File: config.mk
export PLATFORM = sky130hd
export DESIGN_NAME = dcache_fsm
export DESIGN_NICKNAME = d
export VERILOG_FILES = /design/src/hw/mem_pkg.sv /design/src/hw/dcache_fsm.sv
export SDC_FILE = /design/constraint.sdc
export NUM_CORES = 1
export LEC_CHECK = 0
export BUFFER_PORTS_ARGS = -buffer_cell sky130_fd_sc_hd__buf_2
export CORE_MARGIN = 4
export CORE_UTILIZATION = 45
export DETAILED_ROUTE_END_ITERATION = 12
export PLACE_DENSITY = 0.84
export SLEW_MARGIN = 5
export SYNTH_ARGS = -nofsm -noshare
export SYNTH_HDL_FRONTEND = slang
export SYNTH_SLANG_ARGS = --single-unit
File: constraint.sdc
create_clock -name clk -period 3.87 [get_ports clk]
set_clock_uncertainty 0.1 [all_clocks]
set_input_delay 0.1935 -clock clk [delete_from_list [all_inputs] [get_ports clk]]
set_output_delay 0.1935 -clock clk [all_outputs]
set_load 0.05 [all_outputs]
File: src/hw/mem_pkg.sv
package mem_pkg;

    localparam int LINE_WORDS  = 4;
    localparam int NUM_LINES   = 16;
    localparam int MEM_WORDS   = 256;
    localparam int MEM_LATENCY = 3;    // idle cycles before the first beat

    localparam int OFF_W   = $clog2(LINE_WORDS);
    localparam int INDEX_W = $clog2(NUM_LINES);
    localparam int MEM_AW  = $clog2(MEM_WORDS);
    localparam int TAG_W   = MEM_AW - INDEX_W - OFF_W;
    localparam int LAT_W   = $clog2(MEM_LATENCY + 1);

    // byte address split, bits above the tag alias
    localparam int OFF_LSB = 2;
    localparam int IDX_LSB = OFF_LSB + OFF_W;
    localparam int TAG_LSB = IDX_LSB + INDEX_W;

    localparam logic [OFF_W-1:0] LAST_BEAT = OFF_W'(LINE_WORDS - 1);

    // cache op argument as seen by the cache
    typedef struct packed {
        logic [15:0]        rsvd;
        logic [5:0]         ign_hi;
        logic [INDEX_W-1:0] line;
        logic [5:0]         ign_lo;
    } cacop_arg_t;

    typedef union packed {
        logic [31:0] wdata;     // lane-replicated store data
        cacop_arg_t  op;
    } req_payload_u;

    typedef struct packed {
        logic [31:0]  addr;
        logic         write;
        logic [3:0]   wstrb;
        logic         opflag;   // 1 for cache op
        logic [4:0]   sub;
        req_payload_u payload;
    } dc_req_t;

    typedef struct packed {
        logic [31:0] data;
        logic        ale;
        logic        write;
    } lsu_resp_t;

endpackage

File: src/hw/dcache_fsm.sv
module dcache_fsm (
    input  logic                           clk,
    input  logic                           arst_n,
    input  logic                           in_valid,
    output logic                           in_ready,
    input  mem_pkg::dc_req_t               in_req,
    input  logic                           in_mem,
    input  logic                           in_misalign,
    output logic                           resp_valid,
    input  logic                           resp_ready,
    output mem_pkg::lsu_resp_t             resp,
    output mem_pkg::dc_req_t               cur_req,
    input  logic [31:0]                    ld_data,
    output logic [mem_pkg::INDEX_W-1:0]    dc_index,
    input  logic                           dc_hit,
    output logic                           dc_wr_en,
    output logic                           dc_fill_en,
    output logic                           dc_inval,
    output logic [mem_pkg::MEM_AW-1:0]     mem_rd_addr,
    output logic                           mem_wr_en,
    output logic                           tmr_start,
    input  logic                           tmr_beat_valid,
    input  logic [mem_pkg::OFF_W-1:0]      tmr_beat_idx,
    input  logic                           tmr_done
);
    import mem_pkg::*;

    typedef enum logic [2:0] {
        S_IDLE,
        S_LOOKUP,
        S_STORE,
        S_REFILL,
        S_RESP
    } state_e;

    state_e state, state_nxt;
    logic   accept;
    logic   is_load;
    logic   ld_hit;

    assign in_ready   = (state == S_IDLE);
    assign resp_valid = (state == S_RESP);
    assign accept     = in_valid && in_ready;

    assign is_load = !cur_req.opflag && !cur_req.write;
    assign ld_hit  = (state == S_LOOKUP) && is_load && dc_hit;

    // cache op addresses the line from its argument
    assign dc_index = cur_req.opflag ? cur_req.payload.op.line
                                     : cur_req.addr[IDX_LSB +: INDEX_W];

    assign dc_inval   = (state == S_LOOKUP) && cur_req.opflag;
    assign dc_wr_en   = (state == S_STORE) && dc_hit;   // write-through, no allocate
    assign dc_fill_en = (state == S_REFILL) && tmr_beat_valid;
    assign mem_wr_en  = (state == S_STORE);
    assign tmr_start  = (state == S_LOOKUP) && is_load && !dc_hit;

    // one word ahead, read data lands with its beat
    assign mem_rd_addr = {cur_req.addr[TAG_LSB +: TAG_W],
                          cur_req.addr[IDX_LSB +: INDEX_W],
                          tmr_beat_idx + OFF_W'(tmr_beat_valid)};

    always_comb
    begin
        state_nxt = state;
        case (state)
            S_IDLE:
                if (accept)
                    state_nxt = (in_mem && !in_misalign) ? S_LOOKUP : S_RESP;
            S_LOOKUP:
                if (cur_req.opflag)
                    state_nxt = S_RESP;
                else if (cur_req.write)
                    state_nxt = S_STORE;
                else if (dc_hit)
                    state_nxt = S_RESP;
                else
                    state_nxt = S_REFILL;
            S_STORE:
                state_nxt = S_RESP;
            S_REFILL:
                if (tmr_done)
                    state_nxt = S_LOOKUP;   // retry, now a hit
            S_RESP:
                if (resp_ready)
                    state_nxt = S_IDLE;
            default:
                state_nxt = S_IDLE;
        endcase
    end

    always_ff @(posedge clk or negedge arst_n)
    begin
        if (!arst_n)
            state <= S_IDLE;
        else
            state <= state_nxt;
    end

    // request and response only change outside S_RESP
    always_ff @(posedge clk)
    begin
        if (accept)
        begin
            cur_req    <= in_req;
            resp.data  <= '0;
            resp.ale   <= in_mem && in_misalign;
            resp.write <= in_mem && in_req.write;
        end
        else if (ld_hit)
            resp.data <= ld_data;
    end

endmodule

==> results of run 1 <==
==> power breakdown <==
part / total, mW / internal [mW] / switching (mW)
Combinational: 0.885 / 0.230 / 0.655
Clock: 0.640 / 0.239 / 0.401
Sequential: 1.48 / 1.42 / 0.0553
==> per-layer routing <==
metal,part of all wire,up-vias,global-route usage
met1,0.33,1748,0.2867
li1,-,1653,-
met4,0.042,0,0.1053
met2,0.54,265,0.5131
met5,0,-,0
met3,0.087,52,0.06818
==> cells in the mapped netlist, drive strengths merged (2+ instances only) <==
| library cell | n | area (um^2) |
|---|---|---|
| edfxtp | 77 | 2312 |
| o21ai | 33 | 165.2 |
| dfxtp | 32 | 640.6 |
| nand3 | 32 | 160.2 |
| nand2 | 20 | 75.07 |
| buf | 15 | 107.6 |
| a21oi | 13 | 65.06 |
| clkbuf | 7 | 26.28 |
| and2 | 4 | 25.02 |
| mux2 | 4 | 45.04 |
| dfrtp | 3 | 75.07 |
| nand2b | 3 | 18.77 |
| nor2 | 3 | 18.77 |
| nor2b | 3 | 18.77 |
| or4b | 3 | 33.78 |
| and3 | 2 | 12.51 |
| inv | 2 | 7.510 |
| nor3 | 2 | 15.01 |
| nor3b | 2 | 15.01 |
==> metrics by stage <==
stage / std cells / hold slack, ns
after floorplan: 267 / -0.2021
after global placement: 597 / -0.1039
after detailed placement: 597 / -0.1022
after CTS: 719 / 0.007340
after global routing: 720 / 0.007958
final: 720 / 0.01922
==> kinds of logic after synthesis <==
kind of cell    count (synthesis)  synth area share
mux                             4           0.01154
fa+ha+maj                       1          0.003205
xor+xnor                        1          0.002244
compound gates                 49           0.06507
buf+inv                        24           0.03622
flops                         112            0.7756
simple gates                   76            0.1061
==> state kept, by name, indices dropped and copies added, names as in the netlist <==
register / count
resp: 34
state: 3
cur_req: 75
==> worst max path at each step <==
stage	start	to
after global placement	state[1]$_DFFE_PN0P_	cur_req[69]$_DFFE_PP_
final	state[1]$_DFFE_PN0P_	cur_req[58]$_DFFE_PP_
after detailed placement	state[1]$_DFFE_PN0P_	cur_req[57]$_DFFE_PP_
after global routing	state[1]$_DFFE_PN0P_	cur_req[58]$_DFFE_PP_
after floorplan	state[0]$_DFFE_PN0P_	cur_req[0]$_DFFE_PP_
after CTS	state[1]$_DFFE_PN0P_	cur_req[40]$_DFFE_PP_
==> critical path, cell delays in order, from the launching register on <==
cell	delay [ns]
dfrtp_1	0.63
or4b_1	0.72
clkinv_2	0.83
buf_12	0.45
==> cell type report <==
class / instances / share of cell area
flip-flops and latches: 112 / 0.4726
repair buffers: 353 / 0.3613
multi-input cells: 131 / 0.1172
diodes: 1 / 0.0003905
well taps: 105 / 0.02050
clock buffers: 10 / 0.01992
inverters: 2 / 0.001367
clock inverters: 6 / 0.006835
==> repair_timing <==
action                                 in CTS  in global routing
setup endpoints to repair                   0                  0
endpoints found under the hold margin     108                  0
hold buffers                              106                  0
buffers inserted                            0                  0
==> results_dict.tcl, run 1 <==
set metrics [dict create \
    initial_core_util 0.4680 \
    timing.rr.start "state[1]$_DFFE_PN0P_" \
    drv_cap 0 \
    multi_input_area_um2 750.7 \
    die-area_um2 10230 \
    cp-start-kind "flop" \
    synth_area_per_cell_um2 14.62 \
    core_um2 8341 \
    path_clk_slew_ns 0.11 \
    ys_ff_latch 112 \
    syn_nets 386 \
    cts_tree "yes" \
    crit_fanout 46 \
    die_x_um 101.1 \
    gp_congestion 0.7533 \
    dpl-instance-area_um2 5167 \
    grt_max_degree 47 \
    p_per_area_nw_per_um2 469.0 \
    fin_area_um2 6407 \
    worstHoldPathCells 3 \
    final_max_slew_viol_count 0 \
    max_freq_mhz 332.5 \
    grt_antenna_before_repair 1 \
    cts.repair.resized 0 \
    pre_cts_slack_ns 0.9247 \
    seq_area_um2 3028 \
    cts_root_buf "clkbuf_8" \
    worst_pin_slew_ns 0.7905 \
    setup_viol 0 \
    fin_crit_sh 0.7773 \
    areaGrowthSynthToFinish_pct 64.13 \
    ant_nets 0 \
    holdCritStartpoint "ld_data[16]" \
    ys.flop_type "edfxtp_1" \
    grt_pass1_wl_um 20840 \
    post-route-util 0.7682 \
    max-vdd-ir-drop_v 0.0002875 \
    relSlewSlack 0.4730 \
    num-fill-cells 486 \
    clock_path_buffers 2 \
    setup_slack_ns 0.8620 \
    grt_setup_unrepaired "no" \
    drc 0 \
    hold_violations 0 \
    clkLatencyLatePin_ns 0.35 \
    wl_per_cell_um 19.64 \
    firstDrtPassIters 5 \
    nets 728 \
    chipHeight_um 101.1 \
    io_buffers 245 \
    drt_wl_total_um 14140 \
    path_class "reg -> reg" \
    hold_path_end "resp[18]$_SDFFE_PP0P_" \
    io_pins 246 \
    syn_inst 267 \
    layout-drive-gt1-share 0.4446 \
    power.leakage_nw 2.799 \
    seq_area_frac_synth 0.7756 \
    vias 3718 \
    ys_warn_count 0 \
    reg2reg_depth 3 \
    outcome "finished, final reports clean" \
    rows 33 \
    synth_cell_types 34 \
    required_ns 3.87 \
    hold_class "in -> reg" \
    end_kind "flop" \
    r2r_slack_ns 0.86 \
    drt_iter0_drc 277 \
    cts_max_level 3 \
    arrival_ns 3.00 \
    dp_hpwl_um 8306 \
    p_total_mw 3.005 \
    syn_area_um2 3904 \
    r2r_end "cur_req[58]$_DFFE_PP_" \
    globalRouteTotalUtil 0.2714 \
    synth_edf_count 77 \
    avgViaCountPerCell 5.164 \
    cts.sinks 112 \
    period_needed_ns 3.008 \
    final_common_cell "buf_2" \
    grt_pass1_vias 3834 \
    mostFrequentLayoutCells "245 x buf_2, 106 x dlygate4sd3_1, 77 x edfxtp_1, 32 x nand3_1, 32 x dfxtp_1" \
    cts_buffers 9 \
    grt_overflow 0 \
    synthArstFlopShare 0.02679 \
    setup-tns-final_ns 0 \
]
Power figures use the tool's default switching activity.
==> run 2: changes to the inputs <==
--- a/config.mk
+++ b/config.mk
@@ -7,9 +7,9 @@
 export LEC_CHECK = 0
 export BUFFER_PORTS_ARGS = -buffer_cell sky130_fd_sc_hd__buf_2
 export CORE_MARGIN = 4
-export CORE_UTILIZATION = 45
+export CORE_UTILIZATION = 42
 export DETAILED_ROUTE_END_ITERATION = 12
-export PLACE_DENSITY = 0.84
+export PLACE_DENSITY = 0.79
 export SLEW_MARGIN = 5
 export SYNTH_ARGS = -nofsm -noshare
 export SYNTH_HDL_FRONTEND = slang
==> constraint.sdc (replaced) <==
create_clock -name clk -period 2.9 [get_ports clk]
set_clock_uncertainty 0.1 [all_clocks]
set_input_delay 0.145 -clock clk [delete_from_list [all_inputs] [get_ports clk]]
set_output_delay 0.145 -clock clk [all_outputs]
set_load 0.05 [all_outputs]
==> run 2 against run 1 <==
Total power up 35%. Global-route usage is 3.9 points lower. Core utilization down 3.5 points. Critical path depth is the same. Worst setup slack lost 0.35 ns.
==> results_dict.tcl, run 2 (synthesis gave the netlist of run 1 again) <==
set metrics [dict create \
    fin_crit_sh 0.8250 \
    postCtsSetupBuffers 0 \
    p_per_area_nw_per_um2 620.5 \
    path_cells "or4b_4, nor3_2, buf_2" \
    gp_congestion 0.8287 \
    dp.cells 603 \
    setup_viol 0 \
    setup-tns-final_ns 0 \
    wl_per_cell_um 17.88 \
    setup_slack_ns 0.5076 \
    dp_hpwl_um 8176 \
    areaGrowthSynthToFinish_pct 66.99 \
    grt_antenna_before_repair 0 \
    layout-drive-gt1-share 0.4432 \
    globalRouteTotalUtil 0.2324 \
    path_clk_slew_ns 0.10 \
    initial_core_util 0.4391 \
    p_total_mw 4.045 \
    mostFrequentLayoutCells "245 x buf_2, 114 x dlygate4sd3_1, 77 x edfxtp_1, 32 x nand3_1, 32 x dfxtp_1" \
    grt_overflow 0 \
    hold_violations 0 \
    final_common_cell "buf_2" \
    avgViaCountPerCell 4.846 \
    pre_cts_slack_ns 0.6642 \
    power_frac_seq 0.487 \
    period_needed_ns 2.392 \
    clock_path_buffers 2 \
    cts_tree "yes" \
    arrival_ns 2.15 \
    path_class "reg -> out" \
    num-fill-cells 549 \
    required_ns 2.65 \
    io_buffers 245 \
    nets 739 \
    drt_wl_total_um 13110 \
    holdCritStartpoint "tmr_done" \
    crit_slowest_cell "or4b_4" \
    die_x_um 104.4 \
    max-vdd-ir-drop_v 0.0003610 \
    outcome "finished, final reports clean" \
    cts.repair.resized 0 \
    share_comb_of_total_power 0.297 \
    end_kind "primary output" \
    grt_pass1_wl_um 19870 \
    ant_nets 0 \
    grt_max_degree 90 \
    io_pins 246 \
    max_freq_mhz 418.0 \
    pwr-share-clk 0.217 \
    power.leakage_nw 2.854 \
    vias 3552 \
    worst_pin_slew_ns 0.6458 \
    n_antenna_cell 0 \
    rows 34 \
    chipHeight_um 104.4 \
    clkLatencyLatePin_ns 0.36 \
    timing.rr.start "state[1]$_DFFE_PN0P_" \
    instances_no_fill 733 \
    final_max_slew_viol_count 0 \
    cts_buffers 9 \
    firstDrtPassIters 4 \
    drc 0 \
    p_sw_frac 0.3681 \
    cts.sinks 112 \
    relSlewSlack 0.5695 \
    r2r_slack_ns 0.61 \
    max_stage_delay_ns 0.68 \
    largest_reg_flops 75 \
    cts_max_level 3 \
    drt_iter0_drc 153 \
    cp-start-kind "flop" \
    intPower_mw 2.556 \
    worstHoldPathCells 4 \
    largest_register "cur_req" \
    grt_setup_unrepaired "no" \
    top_regs "cur_req: 75 flops, resp: 34 flops, state: 3 flops" \
    core_um2 8891 \
    cts_root_buf "clkbuf_8" \
    hold_class "in -> reg" \
    reg2reg_depth 4 \
    die-area_um2 10900 \
    drv_cap 0 \
    power.switching_mw 1.489 \
    grt_pass1_vias 3812 \
    r2r_end "cur_req[50]$_DFFE_PP_" \
    crit_fanout 14 \
    hold_path_end "state[1]$_DFFE_PN0P_" \
]
==> run 2: area by class of cell <==
class | instances | area [um^2] | share of cell area
Clock inverter | 6 | 56.30 | 0.008637
Timing Repair Buffer | 364 | 2417 | 0.3708
Clock buffer | 10 | 127.6 | 0.01958
Sequential cell | 112 | 3028 | 0.4645
Tap cell | 108 | 135.1 | 0.02073
Multi-Input combinational cell | 131 | 745.7 | 0.1144
Inverter | 2 | 8.758 | 0.001344
==> run 2: per-layer routing <==
layer	wire length [um]	vias up	GRT usage	part of all wire
li1	-	1673	-	-
met1	4741	1666	0.2436	0.36
met2	7048	176	0.4322	0.54
met3	918	37	0.05897	0.070
met4	400	0	0.1064	0.031
met5	0	-	0	0
==> run 2: power groups by stage <==
stage	registers, mW	logic (mW)	clock network, mW
finish	1.97	1.20	0.877
floorplan	2.48	0.283	0
CTS	1.96	1.19	0.898
global route	1.98	1.25	0.957
detailed placement	2.00	1.06	0
global placement	1.99	1.05	0
==> run 2: what timing repair did <==
item,CTS,global route
hold buffers,114,0
setup endpoints to repair,0,0
hold endpoints to repair,113,0
==> run 2: worst max-delay path by stage <==
stage	startpoint	endpoint	slack, ns	cells past startpoint
2_1_floorplan	state[0]$_DFFE_PN0P_	cur_req[0]$_DFFE_PP_	0.28	3
3_3_place_gp	state[1]$_DFFE_PN0P_	cur_req[17]$_DFFE_PP_	0.70	4
3_5_place_dp	state[1]$_DFFE_PN0P_	cur_req[0]$_DFFE_PP_	0.66	4
4_1_cts	cur_req[37]$_DFFE_PP_	tmr_start	0.48	3
5_1_grt	cur_req[37]$_DFFE_PP_	tmr_start	0.42	3
6_report	cur_req[37]$_DFFE_PP_	tmr_start	0.51	3
==> run 2: worst max-delay path: cells and delay by family, from the launching register on <==
family                 cells  cell delay, ns
buffers and inverters      1            0.30
and+or+nand+nor            2            0.89
DFF                        1            0.60
==> run 2: per-stage QoR <==
step	hold slack [ns]	util	area (um^2)
floorplan	-0.2506	-	3904
global placement	-0.1552	0.5842	5194
detailed placement	-0.1552	0.5842	5194
CTS	0.07675	0.7332	6519
global route	0.1290	0.7332	6519
finish	0.1167	0.7332	6519
==> run 3: changes to the inputs <==
--- a/config.mk
+++ b/config.mk
@@ -5,11 +5,12 @@
 export SDC_FILE = /design/constraint.sdc
 export NUM_CORES = 1
 export LEC_CHECK = 0
+export ABC_AREA = 1
 export BUFFER_PORTS_ARGS = -buffer_cell sky130_fd_sc_hd__buf_2
 export CORE_MARGIN = 4
-export CORE_UTILIZATION = 42
+export CORE_UTILIZATION = 39
 export DETAILED_ROUTE_END_ITERATION = 12
-export PLACE_DENSITY = 0.79
+export PLACE_DENSITY = 0.76
 export SLEW_MARGIN = 5
 export SYNTH_ARGS = -nofsm -noshare
 export SYNTH_HDL_FRONTEND = slang
==> constraint.sdc (replaced) <==
create_clock -name clk -period 2.07 [get_ports clk]
set_clock_uncertainty 0.1 [all_clocks]
set_input_delay 0.1035 -clock clk [delete_from_list [all_inputs] [get_ports clk]]
set_output_delay 0.1035 -clock clk [all_outputs]
set_load 0.05 [all_outputs]
==> run 3 against run 2 <==
Worst setup slack got worse by 0.34 ns. Sequential power increased by 54%. Total power increased by 79%. Register-to-register slack got worse by 0.32 ns. Highest routed layer unchanged.
==> results_dict.tcl, run 3 <==
set metrics [dict create \
    largest_reg_flops 75 \
    setup_slack_ns 0.1634 \
    grt_overflow 0 \
    yosysTopAreaCellShare 0.5705 \
    n_antenna_cell 0 \
    vias 3852 \
    syn_nets 447 \
    dp.cells 693 \
    critPathLaunch "cur_req[37]$_DFFE_PP_" \
    grt_setup_unrepaired "no" \
    max_freq_mhz 524.5 \
    fin_crit_sh 0.9211 \
    reg2reg_depth 7 \
    drv_cap 0 \
    arrival_ns 1.70 \
    ys_ff_latch 112 \
    max-vdd-ir-drop_v 0.0007244 \
    cts_max_level 3 \
    cts_tree "yes" \
    syn_area_um2 4053 \
    power.leakage_nw 3.201 \
    wl_per_cell_um 17.99 \
    period_needed_ns 1.907 \
    synth_edf_count 77 \
    globalRouteTotalUtil 0.2379 \
    top_regs "cur_req: 75 flops, resp: 34 flops, state: 3 flops" \
    ant_nets 0 \
    firstDrtPassIters 4 \
    io_pins 246 \
    postCtsSetupBuffers 0 \
    dp_hpwl_um 8737 \
    holdWs_ns 0.02755 \
    gp_congestion 0.8452 \
    required_ns 1.87 \
    fin_area_um2 6715 \
    relSlewSlack 0.7646 \
    dpl-instance-area_um2 5403 \
    path_class "reg -> out" \
    drc 0 \
    largest_register "cur_req" \
    drt_iter0_drc 324 \
    clkLatencyLatePin_ns 0.36 \
    die-area_um2 12090 \
    avgViaCountPerCell 4.692 \
    grt_max_degree 51 \
    pre_cts_slack_ns 0.3487 \
    areaGrowthSynthToFinish_pct 65.70 \
    drt_wl_total_um 14770 \
    p_per_area_nw_per_um2 1077 \
    cp-start-kind "flop" \
    rows 36 \
    setup_viol 0 \
    r2r_slack_ns 0.29 \
    core_um2 9955 \
    cts_root_buf "clkbuf_8" \
    timing.rr.start "cur_req[37]$_DFFE_PP_" \
    layout-drive-gt1-share 0.4012 \
    path_clk_slew_ns 0.12 \
    endpoint "tmr_start" \
    hold_violations 0 \
    cts.repair.resized 0 \
    hold_class "in -> reg" \
    crit_fanout 7 \
    ctsHoldBuffers 112 \
    worst_pin_slew_ns 0.3532 \
    ys.flop_type "edfxtp_1" \
    grt_pass1_wl_um 21470 \
    clock_path_buffers 2 \
    synth_cell_types 19 \
    final_max_slew_viol_count 0 \
    setup-tns-final_ns 0 \
    synthTopCellsByCount "77 x edfxtp_1, 72 x nor2_1, 59 x nand2_1" \
    syn_inst 328 \
    die_x_um 109.9 \
    grt_pass1_vias 4061 \
    io_buffers 245 \
    post-route-util 0.6746 \
    chipHeight_um 109.9 \
    end_kind "primary output" \
    initial_core_util 0.4071 \
    p_total_mw 7.234 \
    nets 802 \
    instances_no_fill 821 \
    r2r_end "resp[31]$_SDFFE_PP0P_" \
    seq_area_frac_synth 0.7471 \
    final_common_cell "buf_2" \
    outcome "finished, final reports clean" \
    synth_area_per_cell_um2 12.36 \
    mostFrequentLayoutCells "245 x buf_2, 112 x dlygate4sd3_1, 77 x edfxtp_1, 72 x nor2_1, 58 x nand2_1" \
    synth_most_common_cell "edfxtp_1" \
    grt_antenna_before_repair 0 \
    ys_warn_count 0 \
    yosysTopAreaCell "edfxtp_1" \
    cts_buffers 9 \
    synth_area_leaders "edfxtp_1 57%, dfxtp_1 16%, nor2_1 6.7%" \
    synthArstFlopShare 0.02679 \
    cts.sinks 112 \
]
run 3: cell count changes after synthesis, moves of 20 or more:
| cell | change |
|---|---|
| nand3_1 | -23 |
| nor2_1 | +70 |
| nand2_1 | +39 |
| o21ai_0 | -20 |
| nand3b_1 | +32 |
run 3: area by class of cell:
class                      count  area [um^2]
fill                         672         3239
sequential                   112         3029
timing repair buffer         363         2405
multi-input combinational    180        855.8
tap                          133        166.4
clock buffer                   9        123.9
clock inverter                 7        67.56
inverter                      17        67.56
run 3: cell families (layout without fill, tap and decap cells):
family | after synthesis | in the layout | share of synthesized area
adder cells (fa/ha/maj) | 1 | 1 | 0.003087
AND/OR/NAND/NOR | 177 | 177 | 0.2025
buffers and inverters | 36 | 396 | 0.04384
flip-flops | 112 | 112 | 0.7471
XOR/XNOR | 1 | 1 | 0.002162
AO/OA/AOI/OAI | 1 | 1 | 0.001234
run 3: how the worst min path moves through the flow:
stage / from / end / slack [ns] / cells after the start
6_report: ld_data[4] / resp[6]$_SDFFE_PP0P_ / 0.03 / 4
5_1_grt: ld_data[4] / resp[6]$_SDFFE_PP0P_ / 0.05 / 4
4_1_cts: ld_data[4] / resp[6]$_SDFFE_PP0P_ / 0.01 / 4
3_5_place_dp: arst_n / state[2]$_DFFE_PN0P_ / -0.20 / 1
3_3_place_gp: arst_n / state[2]$_DFFE_PN0P_ / -0.20 / 1
2_1_floorplan: arst_n / state[0]$_DFFE_PN0P_ / -0.29 / 0
run 3: worst max-delay path, cell delays in order, from the launching register on:
cell and delay, ns:
edfxtp_1 0.52, inv_2 0.17, nand2_1 0.15, nor2_1 0.12
nand2_1 0.09, inv_1 0.05, buf_2 0.25
run 3: layer usage:
metal | up-vias | wire length (um) | GRT usage
met5 | - | 0 | 0
met4 | 0 | 306 | 0.07925
met3 | 30 | 1072 | 0.05931
met2 | 202 | 8588 | 0.4697
met1 | 1826 | 4798 | 0.2382
li1 | 1794 | - | -
run 3: power by group:
part / switching, mW / internal [mW] / total [mW]
clock network: 0.806 / 0.475 / 1.28
logic: 2.23 / 0.679 / 2.91
registers: 0.179 / 2.86 / 3.04
total: 3.22 / 4.02 / 7.23
